### config.mk
export PLATFORM = sky130hd
export DESIGN_NAME = alu_top
export DESIGN_NICKNAME = d
export VERILOG_FILES = /design/src/logic/alu_pkg.sv /design/src/logic/alu_top.sv /design/src/logic/polar_lane.sv /design/src/logic/alu_shifter.sv /design/src/logic/alu_arith.sv
export VERILOG_INCLUDE_DIRS = /design/src /design/src/logic
export SDC_FILE = /design/constraint.sdc
export NUM_CORES = 1
export LEC_CHECK = 0
export BUFFER_PORTS_ARGS = -buffer_cell sky130_fd_sc_hd__buf_2
export CORE_MARGIN = 10
export CORE_UTILIZATION = 39
export DETAILED_ROUTE_END_ITERATION = 8
export HOLD_SLACK_MARGIN = 0.02
export PLACE_DENSITY = 0.64
export SYNTH_ARGS = -nofsm -noshare
export SYNTH_HDL_FRONTEND = slang
export SYNTH_SLANG_ARGS = --single-unit
### constraint.sdc
create_clock -name clk_i -period 1.9 [get_ports clk_i]
set_clock_uncertainty 0.05 [all_clocks]
set_input_delay 0.285 -clock clk_i [delete_from_list [all_inputs] [get_ports clk_i]]
set_output_delay 0.285 -clock clk_i [all_outputs]
set_load 0.02 [all_outputs]
### src/logic/alu_defs.svh
// ------------------------------------------------
// Width macros for the registered integer ALU.
// Include wherever the word or lane sizes are needed.
// ------------------------------------------------

`ifndef ALU_DEFS_SVH
`define ALU_DEFS_SVH

// Data word width, one RV32 register
`define ALU_XLEN 32

// Width of one polar SIMD lane
`define POLAR_Q 8

// Lanes per word, ALU_XLEN / POLAR_Q
`define POLAR_LANES 4

`endif
### src/logic/alu_pkg.sv
// ------------------------------------------------
// Shared types of the ALU: data word, polar lane,
// shift amount and the operation code.
// ------------------------------------------------

`default_nettype none

`include "alu_defs.svh"

package alu_pkg;

    // Data word and polar lane
    typedef logic [`ALU_XLEN-1:0] xlen_t;
    typedef logic [`POLAR_Q-1:0]  lane_t;

    // Low bits of operand b used as shift amount
    typedef logic [$clog2(`ALU_XLEN)-1:0] shamt_t;

    typedef enum logic [4:0] {
        // Adder
        OP_ADD       = 5'd0,
        OP_SUB       = 5'd1,
        // Bitwise logic
        OP_AND       = 5'd2,
        OP_OR        = 5'd3,
        OP_XOR       = 5'd4,
        // Shifts
        OP_SLL       = 5'd5,
        OP_SRL       = 5'd6,
        OP_SRA       = 5'd7,
        // Set less than
        OP_SLTS      = 5'd8,
        OP_SLTU      = 5'd9,
        // Branch conditions
        OP_EQ        = 5'd10,
        OP_NE        = 5'd11,
        OP_LTS       = 5'd12,
        OP_LTU       = 5'd13,
        OP_GES       = 5'd14,
        OP_GEU       = 5'd15,
        // Polar SIMD lane functions
        OP_PL_R      = 5'd16,
        OP_PL_F      = 5'd17,
        OP_PL_DECODE = 5'd18,
        OP_PL_G      = 5'd19
    } alu_op_e;

endpackage

`default_nettype wire

### src/logic/alu_top.sv
// ------------------------------------------------
// Registered ALU top. A valid_i strobe takes one
// request; result_o, branch_o and a valid_o pulse
// follow one cycle later. No back-pressure.
// ------------------------------------------------

`timescale 1ns/1ns
`default_nettype none

`include "alu_defs.svh"

module alu_top (
    input  wire                   clk_i,
    input  wire                   arst_n_i,
    input  wire                   valid_i,
    input  wire alu_pkg::alu_op_e op_i,
    input  wire alu_pkg::xlen_t   operand_a_i,
    input  wire alu_pkg::xlen_t   operand_b_i,
    input  wire alu_pkg::xlen_t   imm_i,
    output logic                  valid_o,
    output alu_pkg::xlen_t        result_o,
    output logic                  branch_o
);

    alu_pkg::xlen_t                     sum;
    logic                               less;
    logic                               branch_res;
    alu_pkg::shamt_t                    shamt;
    alu_pkg::xlen_t                     shift_res;
    alu_pkg::xlen_t                     logic_res;
    alu_pkg::xlen_t                     slt_word;
    alu_pkg::lane_t [`POLAR_LANES-1:0]  lane_res;
    alu_pkg::xlen_t                     polar_word;
    alu_pkg::xlen_t                     result_d;

    // ------------------------------------------------
    // Functional units
    // ------------------------------------------------

    alu_arith alu_arith_i (
        .op_i        (op_i),
        .operand_a_i (operand_a_i),
        .operand_b_i (operand_b_i),
        .sum_o       (sum),
        .less_o      (less),
        .branch_o    (branch_res)
    );

    // Only the low 5 bits of b count
    assign shamt = operand_b_i[$bits(alu_pkg::shamt_t)-1:0];

    alu_shifter alu_shifter_i (
        .op_i        (op_i),
        .operand_a_i (operand_a_i),
        .shamt_i     (shamt),
        .result_o    (shift_res)
    );

    // Lane k works on byte k of each input
    for (genvar k = 0; k < `POLAR_LANES; k++) begin : g_lane
        polar_lane polar_lane_i (
            .op_i     (op_i),
            .a_i      (operand_a_i[k*`POLAR_Q +: `POLAR_Q]),
            .b_i      (operand_b_i[k*`POLAR_Q +: `POLAR_Q]),
            .imm_i    (imm_i[k*`POLAR_Q +: `POLAR_Q]),
            .result_o (lane_res[k])
        );
    end

    assign polar_word = lane_res;

    // Bitwise logic
    always_comb begin
        case (op_i)
            alu_pkg::OP_OR:  logic_res = operand_a_i | operand_b_i;
            alu_pkg::OP_XOR: logic_res = operand_a_i ^ operand_b_i;
            default:         logic_res = operand_a_i & operand_b_i;
        endcase
    end

    assign slt_word = {{(`ALU_XLEN-1){1'b0}}, less};

    // ------------------------------------------------
    // Result select by operation class
    // ------------------------------------------------

    always_comb begin
        case (op_i)
            alu_pkg::OP_ADD, alu_pkg::OP_SUB: result_d = sum;
            alu_pkg::OP_AND, alu_pkg::OP_OR,
            alu_pkg::OP_XOR:                  result_d = logic_res;
            alu_pkg::OP_SLL, alu_pkg::OP_SRL,
            alu_pkg::OP_SRA:                  result_d = shift_res;
            alu_pkg::OP_SLTS, alu_pkg::OP_SLTU: result_d = slt_word;
            alu_pkg::OP_PL_R, alu_pkg::OP_PL_F,
            alu_pkg::OP_PL_DECODE,
            alu_pkg::OP_PL_G:                 result_d = polar_word;
            // Branches return only the condition
            default:                          result_d = '0;
        endcase
    end

    // ------------------------------------------------
    // Output register
    // ------------------------------------------------

    always_ff @(posedge clk_i or negedge arst_n_i) begin
        if (!arst_n_i) begin
            valid_o  <= 1'b0;
            result_o <= '0;
            branch_o <= 1'b1;
        end else begin
            valid_o <= valid_i;
            // Hold the last result between strobes
            if (valid_i) begin
                result_o <= result_d;
                branch_o <= branch_res;
            end
        end
    end

endmodule

`default_nettype wire

### src/logic/polar_lane.sv
// ------------------------------------------------
// One signed 8-bit polar lane. Computes R, F,
// DECODE and G and returns the one selected by op.
// Non-polar operations give zero.
// ------------------------------------------------

`timescale 1ns/1ns
`default_nettype none

`include "alu_defs.svh"

module polar_lane (
    input  wire alu_pkg::alu_op_e op_i,
    input  wire alu_pkg::lane_t   a_i,
    input  wire alu_pkg::lane_t   b_i,
    input  wire alu_pkg::lane_t   imm_i,
    output alu_pkg::lane_t        result_o
);

    // Symmetric saturation limit, +/-127 for 8-bit lanes
    localparam int LANE_MAX = (1 << (`POLAR_Q - 1)) - 1;

    logic                      a_neg;
    logic                      b_neg;
    alu_pkg::lane_t            abs_a;
    alu_pkg::lane_t            abs_b;
    alu_pkg::lane_t            min_mag;
    logic signed [`POLAR_Q:0]  sum_ext;
    logic signed [`POLAR_Q:0]  diff_ext;
    alu_pkg::lane_t            func_r;
    alu_pkg::lane_t            func_f;
    alu_pkg::lane_t            func_decode;
    alu_pkg::lane_t            func_g;

    // Clamp a widened sum back into the lane range
    function automatic alu_pkg::lane_t sat_lane(input logic signed [`POLAR_Q:0] value);
        alu_pkg::lane_t clamped;
        if (value > LANE_MAX) begin
            clamped = alu_pkg::lane_t'(LANE_MAX);
        end else if (value < -LANE_MAX) begin
            clamped = alu_pkg::lane_t'(-LANE_MAX);
        end else begin
            clamped = value[`POLAR_Q-1:0];
        end
        return clamped;
    endfunction

    assign a_neg = a_i[`POLAR_Q-1];
    assign b_neg = b_i[`POLAR_Q-1];

    // ------------------------------------------------
    // R and DECODE
    // ------------------------------------------------

    // b == 1 forces zero, else the sign of a
    assign func_r = (b_i == alu_pkg::lane_t'(1)) ? '0 : {{(`POLAR_Q-1){1'b0}}, a_neg};

    assign func_decode = (b_i == '0) ? a_i : '0;

    // ------------------------------------------------
    // F, signed minimum of magnitudes
    // ------------------------------------------------

    // -128 stays 0x80, compared as unsigned 128
    assign abs_a = a_neg ? alu_pkg::lane_t'(-a_i) : a_i;
    assign abs_b = b_neg ? alu_pkg::lane_t'(-b_i) : b_i;

    // Ties keep the magnitude of a
    assign min_mag = (abs_a > abs_b) ? abs_b : abs_a;

    assign func_f = (a_neg ^ b_neg) ? alu_pkg::lane_t'(-min_mag) : min_mag;

    // ------------------------------------------------
    // G, saturated add or reverse subtract
    // ------------------------------------------------

    assign sum_ext  = $signed({a_neg, a_i}) + $signed({b_neg, b_i});
    assign diff_ext = $signed({b_neg, b_i}) - $signed({a_neg, a_i});

    assign func_g = (imm_i == '0) ? sat_lane(sum_ext) : sat_lane(diff_ext);

    // Function select
    always_comb begin
        case (op_i)
            alu_pkg::OP_PL_R:      result_o = func_r;
            alu_pkg::OP_PL_F:      result_o = func_f;
            alu_pkg::OP_PL_DECODE: result_o = func_decode;
            alu_pkg::OP_PL_G:      result_o = func_g;
            default:               result_o = '0;
        endcase
    end

endmodule

`default_nettype wire

### src/logic/alu_shifter.sv
// ------------------------------------------------
// Word shifter built on one right shifter. Left
// shifts reverse the operand before and after.
// ------------------------------------------------

`timescale 1ns/1ns
`default_nettype none

`include "alu_defs.svh"

module alu_shifter (
    input  wire alu_pkg::alu_op_e op_i,
    input  wire alu_pkg::xlen_t   operand_a_i,
    input  wire alu_pkg::shamt_t  shamt_i,
    output alu_pkg::xlen_t        result_o
);

    logic               shift_left;
    logic               shift_arith;
    alu_pkg::xlen_t     operand_a_rev;
    alu_pkg::xlen_t     shift_in;
    logic [`ALU_XLEN:0] shift_in_ext;
    logic [`ALU_XLEN:0] right_result;
    alu_pkg::xlen_t     left_result;

    assign shift_left  = (op_i == alu_pkg::OP_SLL);
    assign shift_arith = (op_i == alu_pkg::OP_SRA);

    // Bit reversal of the input and of the shifted word
    for (genvar k = 0; k < `ALU_XLEN; k++) begin : g_rev
        assign operand_a_rev[k] = operand_a_i[`ALU_XLEN-1-k];
        assign left_result[k]   = right_result[`ALU_XLEN-1-k];
    end

    assign shift_in = shift_left ? operand_a_rev : operand_a_i;

    // Extra top bit is the fill value
    assign shift_in_ext = {shift_arith & shift_in[`ALU_XLEN-1], shift_in};

    assign right_result = $unsigned($signed(shift_in_ext) >>> shamt_i);

    always_comb begin
        if (shift_left) begin
            result_o = left_result;
        end else begin
            result_o = right_result[`ALU_XLEN-1:0];
        end
    end

endmodule

`default_nettype wire

### src/logic/alu_arith.sv
// ------------------------------------------------
// Adder, magnitude compare and branch resolution.
// Purely combinational, used inside alu_top.
// ------------------------------------------------

`timescale 1ns/1ns
`default_nettype none

`include "alu_defs.svh"

module alu_arith (
    input  wire alu_pkg::alu_op_e op_i,
    input  wire alu_pkg::xlen_t   operand_a_i,
    input  wire alu_pkg::xlen_t   operand_b_i,
    output alu_pkg::xlen_t        sum_o,
    output logic                  less_o,
    output logic                  branch_o
);

    logic               negate_b;
    logic [`ALU_XLEN:0] adder_in_a;
    logic [`ALU_XLEN:0] adder_in_b;
    logic [`ALU_XLEN:0] adder_ext;
    logic               zero_flag;
    logic               signed_cmp;

    // Subtract for SUB and for the equality branches
    always_comb begin
        case (op_i)
            alu_pkg::OP_SUB, alu_pkg::OP_EQ, alu_pkg::OP_NE: negate_b = 1'b1;
            default:                                         negate_b = 1'b0;
        endcase
    end

    // Extra low bit pair carries the +1 of the two's complement
    assign adder_in_a = {operand_a_i, 1'b1};
    assign adder_in_b = {operand_b_i, 1'b0} ^ {(`ALU_XLEN+1){negate_b}};
    assign adder_ext  = adder_in_a + adder_in_b;
    assign sum_o      = adder_ext[`ALU_XLEN:1];
    assign zero_flag  = ~|sum_o;

    // Sign extension only for the signed compares
    assign signed_cmp = (op_i == alu_pkg::OP_SLTS) || (op_i == alu_pkg::OP_LTS) ||
                        (op_i == alu_pkg::OP_GES);

    assign less_o = $signed({signed_cmp & operand_a_i[`ALU_XLEN-1], operand_a_i}) <
                    $signed({signed_cmp & operand_b_i[`ALU_XLEN-1], operand_b_i});

    always_comb begin
        case (op_i)
            alu_pkg::OP_EQ:                  branch_o = zero_flag;
            alu_pkg::OP_NE:                  branch_o = ~zero_flag;
            alu_pkg::OP_LTS, alu_pkg::OP_LTU: branch_o = less_o;
            alu_pkg::OP_GES, alu_pkg::OP_GEU: branch_o = ~less_o;
            default:                         branch_o = 1'b1;
        endcase
    end

endmodule

`default_nettype wire

==> out/qor.txt, run 1 <==
status: complete, but fails checks
failing checks: negative setup slack
Tcrit/Tclk final: 196.3%
Hold Vio Cnt, Final: 0
number of diodes: 0
Ports: 138
Final Cell Area: 27,780 µm²
ANT nets after route: 0
die width: 221.6 µm
Hold Worst Slack: 398.1 ps
root cell of the clock tree: clkbuf_16
register area: 852.1 µm²
Fmax: 0.2682 GHz
Post-Syn Instances: 2,202
Crit Path Category: input port to flip-flop
Reg clk slew, reported paths: 80 ps
top area cells in the synthesized netlist: ha_1, xnor2_1, mux4_2, a21oi_1, dfrtp_1
DR DRC count: 0
largest net degree at the start of global routing: 36
#FFs+latches synth: 34
row cnt: 73
die area: 49,120 µm²
crit-path max FO: 7
WP data arrival: 3900 ps
Seq/Total Area, Yosys: 5.374%
Setup crit end kind: flip-flop
WP data required: 2080 ps
Core Area: 40,010 µm²
starting density of the core: 39.63%
unrepaired setup endpoints after global routing: yes
footprint of the multi-input gates: 16,780 µm²
max-slew violations: 0
clk_lat worst skew: 310 ps
DR vias: 22,518
setup TNS: -49,280 ps
VDD IR max: 0.4435 mV
Die Height: 221.6 µm
nature of the critical path startpoint: input port
Post-synth ARST share: 100.0%
pwr/cell area: 471.8 nW/µm²
initial antenna violation count: 0
measured slew at the worst slew-check pin: 611.1 ps
Slew Limit Headroom: 58.95%
Static Leakage: 12.72 nW
layout cell share with drive strength beyond 1: 50.50%
Max Cap Violations: 0
GRT Total Usage: 35.05%
vias in the first global route: 22,342
Synth Flop Type: dfrtp_1
CTS tree: built
gpl congestion: 1.047
final HPWL from detailed placement: 74,570 µm
Routed WL per cell: 24.89 µm
Initial DRT Pass Iterations: 6
gr ovfl total: 0
Sink Count: 34
Syn Nets: 2,521
htree depth: 2
total CTS buffers: 5
I/O Buffers: 137
Synth Warn #: 0
area delta synth->final: 75.25%
HP Class: input port to flip-flop
Avg Cell Area, Syn: 7.200 µm²
global-route wire length before repair: 135,900 µm
Post-Syn Area: 15,850 µm²
Synth top area share: 16.34%
setup ws final: -1829 ps
final WL: 92,900 µm
Synth area leader: ha_1
DR vias/cell: 6.032
Yosys cell types: 99
Layout Nets: 3,526
Placed Area: 24,000 µm²
FILL cells: 3,247
clock buffer depth: 2
final setup fails: 33
Detailed Route Iter0 Violations: 2,639
Post-synth EDFFs: 0
fin crit period: 3729 ps
Yosys cell counts (8+ instances only):
library cell,n
nand2b_1,26
ha_1,207
buf_2,9
a32oi_1,8
o22ai_1,14
dfrtp_1,33
inv_1,138
a21oi_1,191
o21bai_1,15
a21o_1,29
fa_1,8
a221o_1,12
buf_1,11
o2111ai_1,10
mux2i_1,58
nor4_1,24
nor3_1,53
o21ai_0,146
or4_1,9
and3_1,18
o311ai_0,11
nand2_1,201
o221ai_1,18
o31ai_1,19
mux2_2,12
mux4_2,47
xnor2_1,129
nand4_1,19
nor2_1,204
a221oi_1,34
xor2_1,17
nor2b_1,29
or3_1,24
a31oi_1,19
o211ai_1,31
clkbuf_1,106
a211oi_1,19
a22oi_1,23
o21a_1,27
nand3_1,47
cell type report:
type / instances / share of cell area [%]
clock inverter: 3 / 0.2477
tap: 525 / 2.364
inverter: 144 / 2.099
timing repair buffer: 1127 / 31.37
clock buffer: 5 / 0.4503
sequential: 34 / 3.067
multi-input combinational: 1895 / 60.40
where the power goes:
part	internal (mW)	total (mW)	switching [mW]
combinational	5.41	11.1	5.66
clock	0.759	1.23	0.467
sequential	0.767	0.815	0.0476
total	6.94	13.1	6.17
sequential cells by signal, summed over array words and instances (netlist names):
name,cells
branch_o,1
valid_o,1
result_o,32
critical path, stage by stage:
cell	delay, ps
buf_8	100
nor2_4	230
o21ai_4	120
buf_6	170
buf_12	150
buf_12	140
buf_4	140
xnor2_1	120
ha_1	410
nand2_2	90
nor4_2	250
buf_4	150
a22oi_1	70
o2111ai_1	140
a21oi_2	70
xnor2_1	140
nand2b_1	160
or4_4	530
nor2_4	130
xnor2_1	90
o31ai_2	180
worst paths after layout:
path	cells after the start	end	from	slack (ps)
min in group asynchronous	3	result_o[10]	arst_n_i	550
setup / recovery	21	branch_o	op_i[2]	-1830
hold / removal	4	result_o[1]	operand_a_i[1]	400
max in group asynchronous	3	result_o[27]	arst_n_i	830
hold reg to reg	1	result_o[17]	result_o[17]	460
setup reg to reg	6	result_o[13]	result_o[13]	130
through the flow:
| stage | setup slack (ps) | utilization, % | power [mW] | cells |
|---|---|---|---|---|
| after floorplan | -1836 | - | 5.322 | 2202 |
| after global placement | -2310 | 60.00 | 9.457 | 3610 |
| after detailed placement | -2392 | 60.00 | 9.558 | 3610 |
| after CTS | -1733 | 66.26 | 12.06 | 3694 |
| after global routing | -1914 | 69.45 | 13.68 | 3733 |
| final | -1829 | 69.45 | 13.11 | 3733 |
layout by cell type, fill, tap and decap left out, types with 16 or more instances in the layout:
| cell type | instances |
|---|---|
| buf_4 | 927 |
| ha_4 | 29 |
| a21o_1 | 29 |
| xnor2_2 | 30 |
| inv_2 | 16 |
| mux4_2 | 47 |
| o21a_1 | 26 |
| xnor2_1 | 91 |
| nand4_1 | 19 |
| a21oi_1 | 142 |
| o21ai_1 | 47 |
| a221oi_1 | 22 |
| buf_6 | 48 |
| or3_1 | 20 |
| and3_1 | 16 |
| nand2_2 | 19 |
| a21oi_2 | 36 |
| o21ai_2 | 17 |
| mux2i_1 | 30 |
| nand2b_1 | 23 |
| nand3_1 | 37 |
| inv_1 | 116 |
| mux2i_4 | 16 |
| nor3_1 | 40 |
| nand2_1 | 179 |
| dfrtp_1 | 33 |
| nor2b_1 | 27 |
| ha_1 | 171 |
| nor2_1 | 181 |
| buf_2 | 118 |
| o211ai_1 | 31 |
| o21ai_0 | 78 |
| buf_12 | 21 |
| nor2_4 | 17 |
timing repair:
action | 4_1_cts | 5_1_grt
endpoints found under the setup margin | 33 | 33
setup buffers | 86 | 43
resized for setup | 349 | 207
pin swaps | 163 | 137
hold buffers | 1 | 0
gates cloned | 1 | 1
hold endpoints to repair | 9 | 0
kinds of logic (layout without fill, tap and decap cells):
family,count (synthesis),in the layout,synth area share [%]
compound gates,708,708,29.77
simple gates,703,703,21.22
fa+ha+maj,221,221,17.73
mux,117,117,11.19
buf+inv,273,1279,6.653
xor+xnor,146,146,8.066
flops,34,34,5.374
metal layers:
metal	global-route usage [%]	share of wire, %	vias up
met5	0	0	-
met4	13.10	4.7	0
met3	5.642	9.4	242
met2	56.09	45	1215
met1	46.32	41	10874
li1	-	-	10187
No activity file was read; power rests on OpenSTA's default activity.
==> run 2: changes to the inputs <==
- CTS_BUF_LIST: not set -> sky130_fd_sc_hd__clkbuf_8
- HOLD_SLACK_MARGIN: 0.02 -> 0.08
==> run 2 against run 1 <==
Net effect:
- the flow still finishes with violations (negative setup slack)
- sequential cell count unchanged
- clock power down 22%
- utilization down 0.89 points
- via count up 0.24%
- total power down 3.6%
- critical path type unchanged
- critical endpoint unchanged
- largest cell class unchanged
==> out/qor.txt, run 2 (same netlist as run 1, synthesis figures left out) <==
GRT Total Usage: 34.55% (-0.50 points)
max-slew violations: 0 (unchanged)
biggest regs: result_o x32, branch_o x1, valid_o x1
Top delay family on crit path: simple AND/OR/NAND/NOR gates
most common cell after layout, fill and taps aside: buf_4
footprint of the multi-input gates: 16,640 µm² (-0.86%)
total CTS buffers: 5 (unchanged)
gpl congestion: 1.047 (unchanged)
DR vias: 22,573 (+0.24%)
Initial DRT Pass Iterations: 5 (-1)
slowest stage delay, CP: 520 ps (about the same)
die area: 49,120 µm² (unchanged)
Slowest-stage cell, CP: or4_4
htree depth: 2 (unchanged)
WP data required: 2110 ps (+30 ps)
initial antenna violation count: 0 (unchanged)
fin crit period: 3735 ps (+6.440 ps)
area delta synth->final: 73.00%
Die Height: 221.6 µm (unchanged)
layout cell share with drive strength beyond 1: 50.20% (-0.30 points)
final setup fails: 33 (unchanged)
WP data arrival: 3950 ps (+50 ps)
Tcrit/Tclk final: 196.6% (+0.34 points)
nature of the critical path startpoint: input port
Fmax: 0.2677 GHz (-0.17%)
Hold Vio Cnt, Final: 0 (unchanged)
clock buffer depth: 2 (unchanged)
failing checks: negative setup slack
Slew Limit Headroom: 58.75% (-0.20 points)
Max Cap Violations: 0 (unchanged)
gr ovfl total: 0 (unchanged)
clk_lat worst skew: 340 ps (+30 ps)
measured slew at the worst slew-check pin: 614.1 ps (+2.981 ps)
Final Core Density: 68.56% (-0.89 points)
number of diodes: 0 (unchanged)
unrepaired setup endpoints after global routing: yes
final WL: 92,110 µm (-0.85%)
crit-path max FO: 4 (-3)
most flop-heavy register: result_o
Static Leakage: 12.66 nW (-0.53%)
most frequent CP cell: buf_4
register area: 852.1 µm² (unchanged)
Setup crit end kind: flip-flop
Routed WL per cell: 24.73 µm (-0.61%)
final HPWL from detailed placement: 74,570 µm (unchanged)
CP Cell Sequence: buf_12, nor3b_4, o21ai_4, buf_4, buf_4, xnor2_4, ha_1, buf_4, a211oi_1, o211ai_1, o2111ai_2, buf_4, a21oi_2, or3_1, a211oi_2, nand4b_1, or4_4, nor2_4, xnor2_1, o31ai_2
DR vias/cell: 6.061 (+0.49%)
largest net degree at the start of global routing: 36 (unchanged)
ANT nets after route: 0 (unchanged)
vias in the first global route: 22,025 (-1.4%)
commonest cells after routing, fill and taps aside: buf_4, ha_1, nor2_1
FILL cells: 3,327 (+2.5%)
setup ws final: -1835 ps (-6.440 ps)
status: complete, but fails checks
pwr/cell area: 460.8 nW/µm² (-2.3%)
Reg clk slew, reported paths: 100 ps (+20 ps)
Detailed Route Iter0 Violations: 2,547 (-3.5%)
global-route wire length before repair: 134,100 µm (-1.3%)
Layout Nets: 3,517 (-0.26%)
starting density of the core: 39.63% (unchanged)
CTS tree: built
DR DRC count: 0 (unchanged)
VDD IR max: 0.4962 mV (+12%)
HP Class: input port to flip-flop
row cnt: 73 (unchanged)
I/O Buffers: 137 (unchanged)
Largest register FFs: 32 (unchanged)
Bufs and invs on worst path: 5 (-1)
Ports: 138 (unchanged)
die width: 221.6 µm (unchanged)
Core Area: 40,010 µm² (unchanged)
total power: 12.64 mW (-3.6%)
Crit Path Category: input port to flip-flop
Sink Count: 34 (unchanged)
root cell of the clock tree: clkbuf_8
[run 2: changes by cell type in the layout (fill, tap and decap cells not counted), sizes merged]
cell,previous run,this run
buf,1124,1116
clkbuf,7,6
[run 2: final cells by class]
class,instances,area share [%]
Clock inverter,3,0.2509
Multi-Input combinational cell,1895,60.66
Timing Repair Buffer,1118,31.20
Clock buffer,5,0.2509
Tap cell,525,2.395
Sequential cell,34,3.107
Inverter,144,2.135
[run 2: worst paths after layout]
check	start	end	slack, ps	cells past startpoint
worst min register to register	result_o[17]	result_o[17]	460	1
min in group asynchronous	arst_n_i	result_o[10]	510	3
max in group asynchronous	arst_n_i	result_o[27]	880	3
worst max-delay path	op_i[3]	branch_o	-1840	20
worst max register to register	result_o[13]	result_o[13]	140	6
worst min-delay path	operand_a_i[1]	result_o[1]	400	4
[run 2: power breakdown]
part | switching (mW) | total (mW) | leakage, nW | internal (mW)
Sequential | 0.0487 | 0.816 | 0.462 | 0.767
Clock | 0.430 | 0.958 | 0.0683 | 0.528
Combinational | 5.58 | 10.9 | 12.1 | 5.29
[run 2: through the flow]
stage                     hold WS, ps  worst slack (ps)  setup TNS (ps)  cell area, µm²  cells
after floorplan                -60.59             -1836          -46740           16730   2202
after global placement          336.2             -2310          -64910           24000   3610
after detailed placement        347.2             -2392          -66380           24000   3610
after CTS                       412.1             -1764          -46220           25840   3675
after global routing            418.1             -1945          -49950           27430   3724
final                           397.5             -1835          -46960           27430   3724
[run 2: tightest hold or removal path: stages]
cell and delay [ps]:
buf_6 80, buf_8 150, a221oi_1 100, o21ai_1 120
[run 2: routing by layer]
layer  vias up  global-route usage, %  share of wire (%)
met4         0                  12.49                4.4
met1     10989                  46.27                 41
met5         -                      0                  0
li1      10173                      -                  -
met2      1184                  55.21                 45
met3       227                  4.891                9.2
[run 2: what timing repair did]
| action | 4_1_cts | 5_1_grt |
|---|---|---|
| pin swaps | 113 | 156 |
| resized for setup | 260 | 267 |
| hold buffers | 1 | 0 |
| gates cloned | 0 | 1 |
| buffers inserted | 62 | 53 |
| endpoints found under the hold margin | 33 | 0 |
| setup endpoints to repair | 33 | 33 |
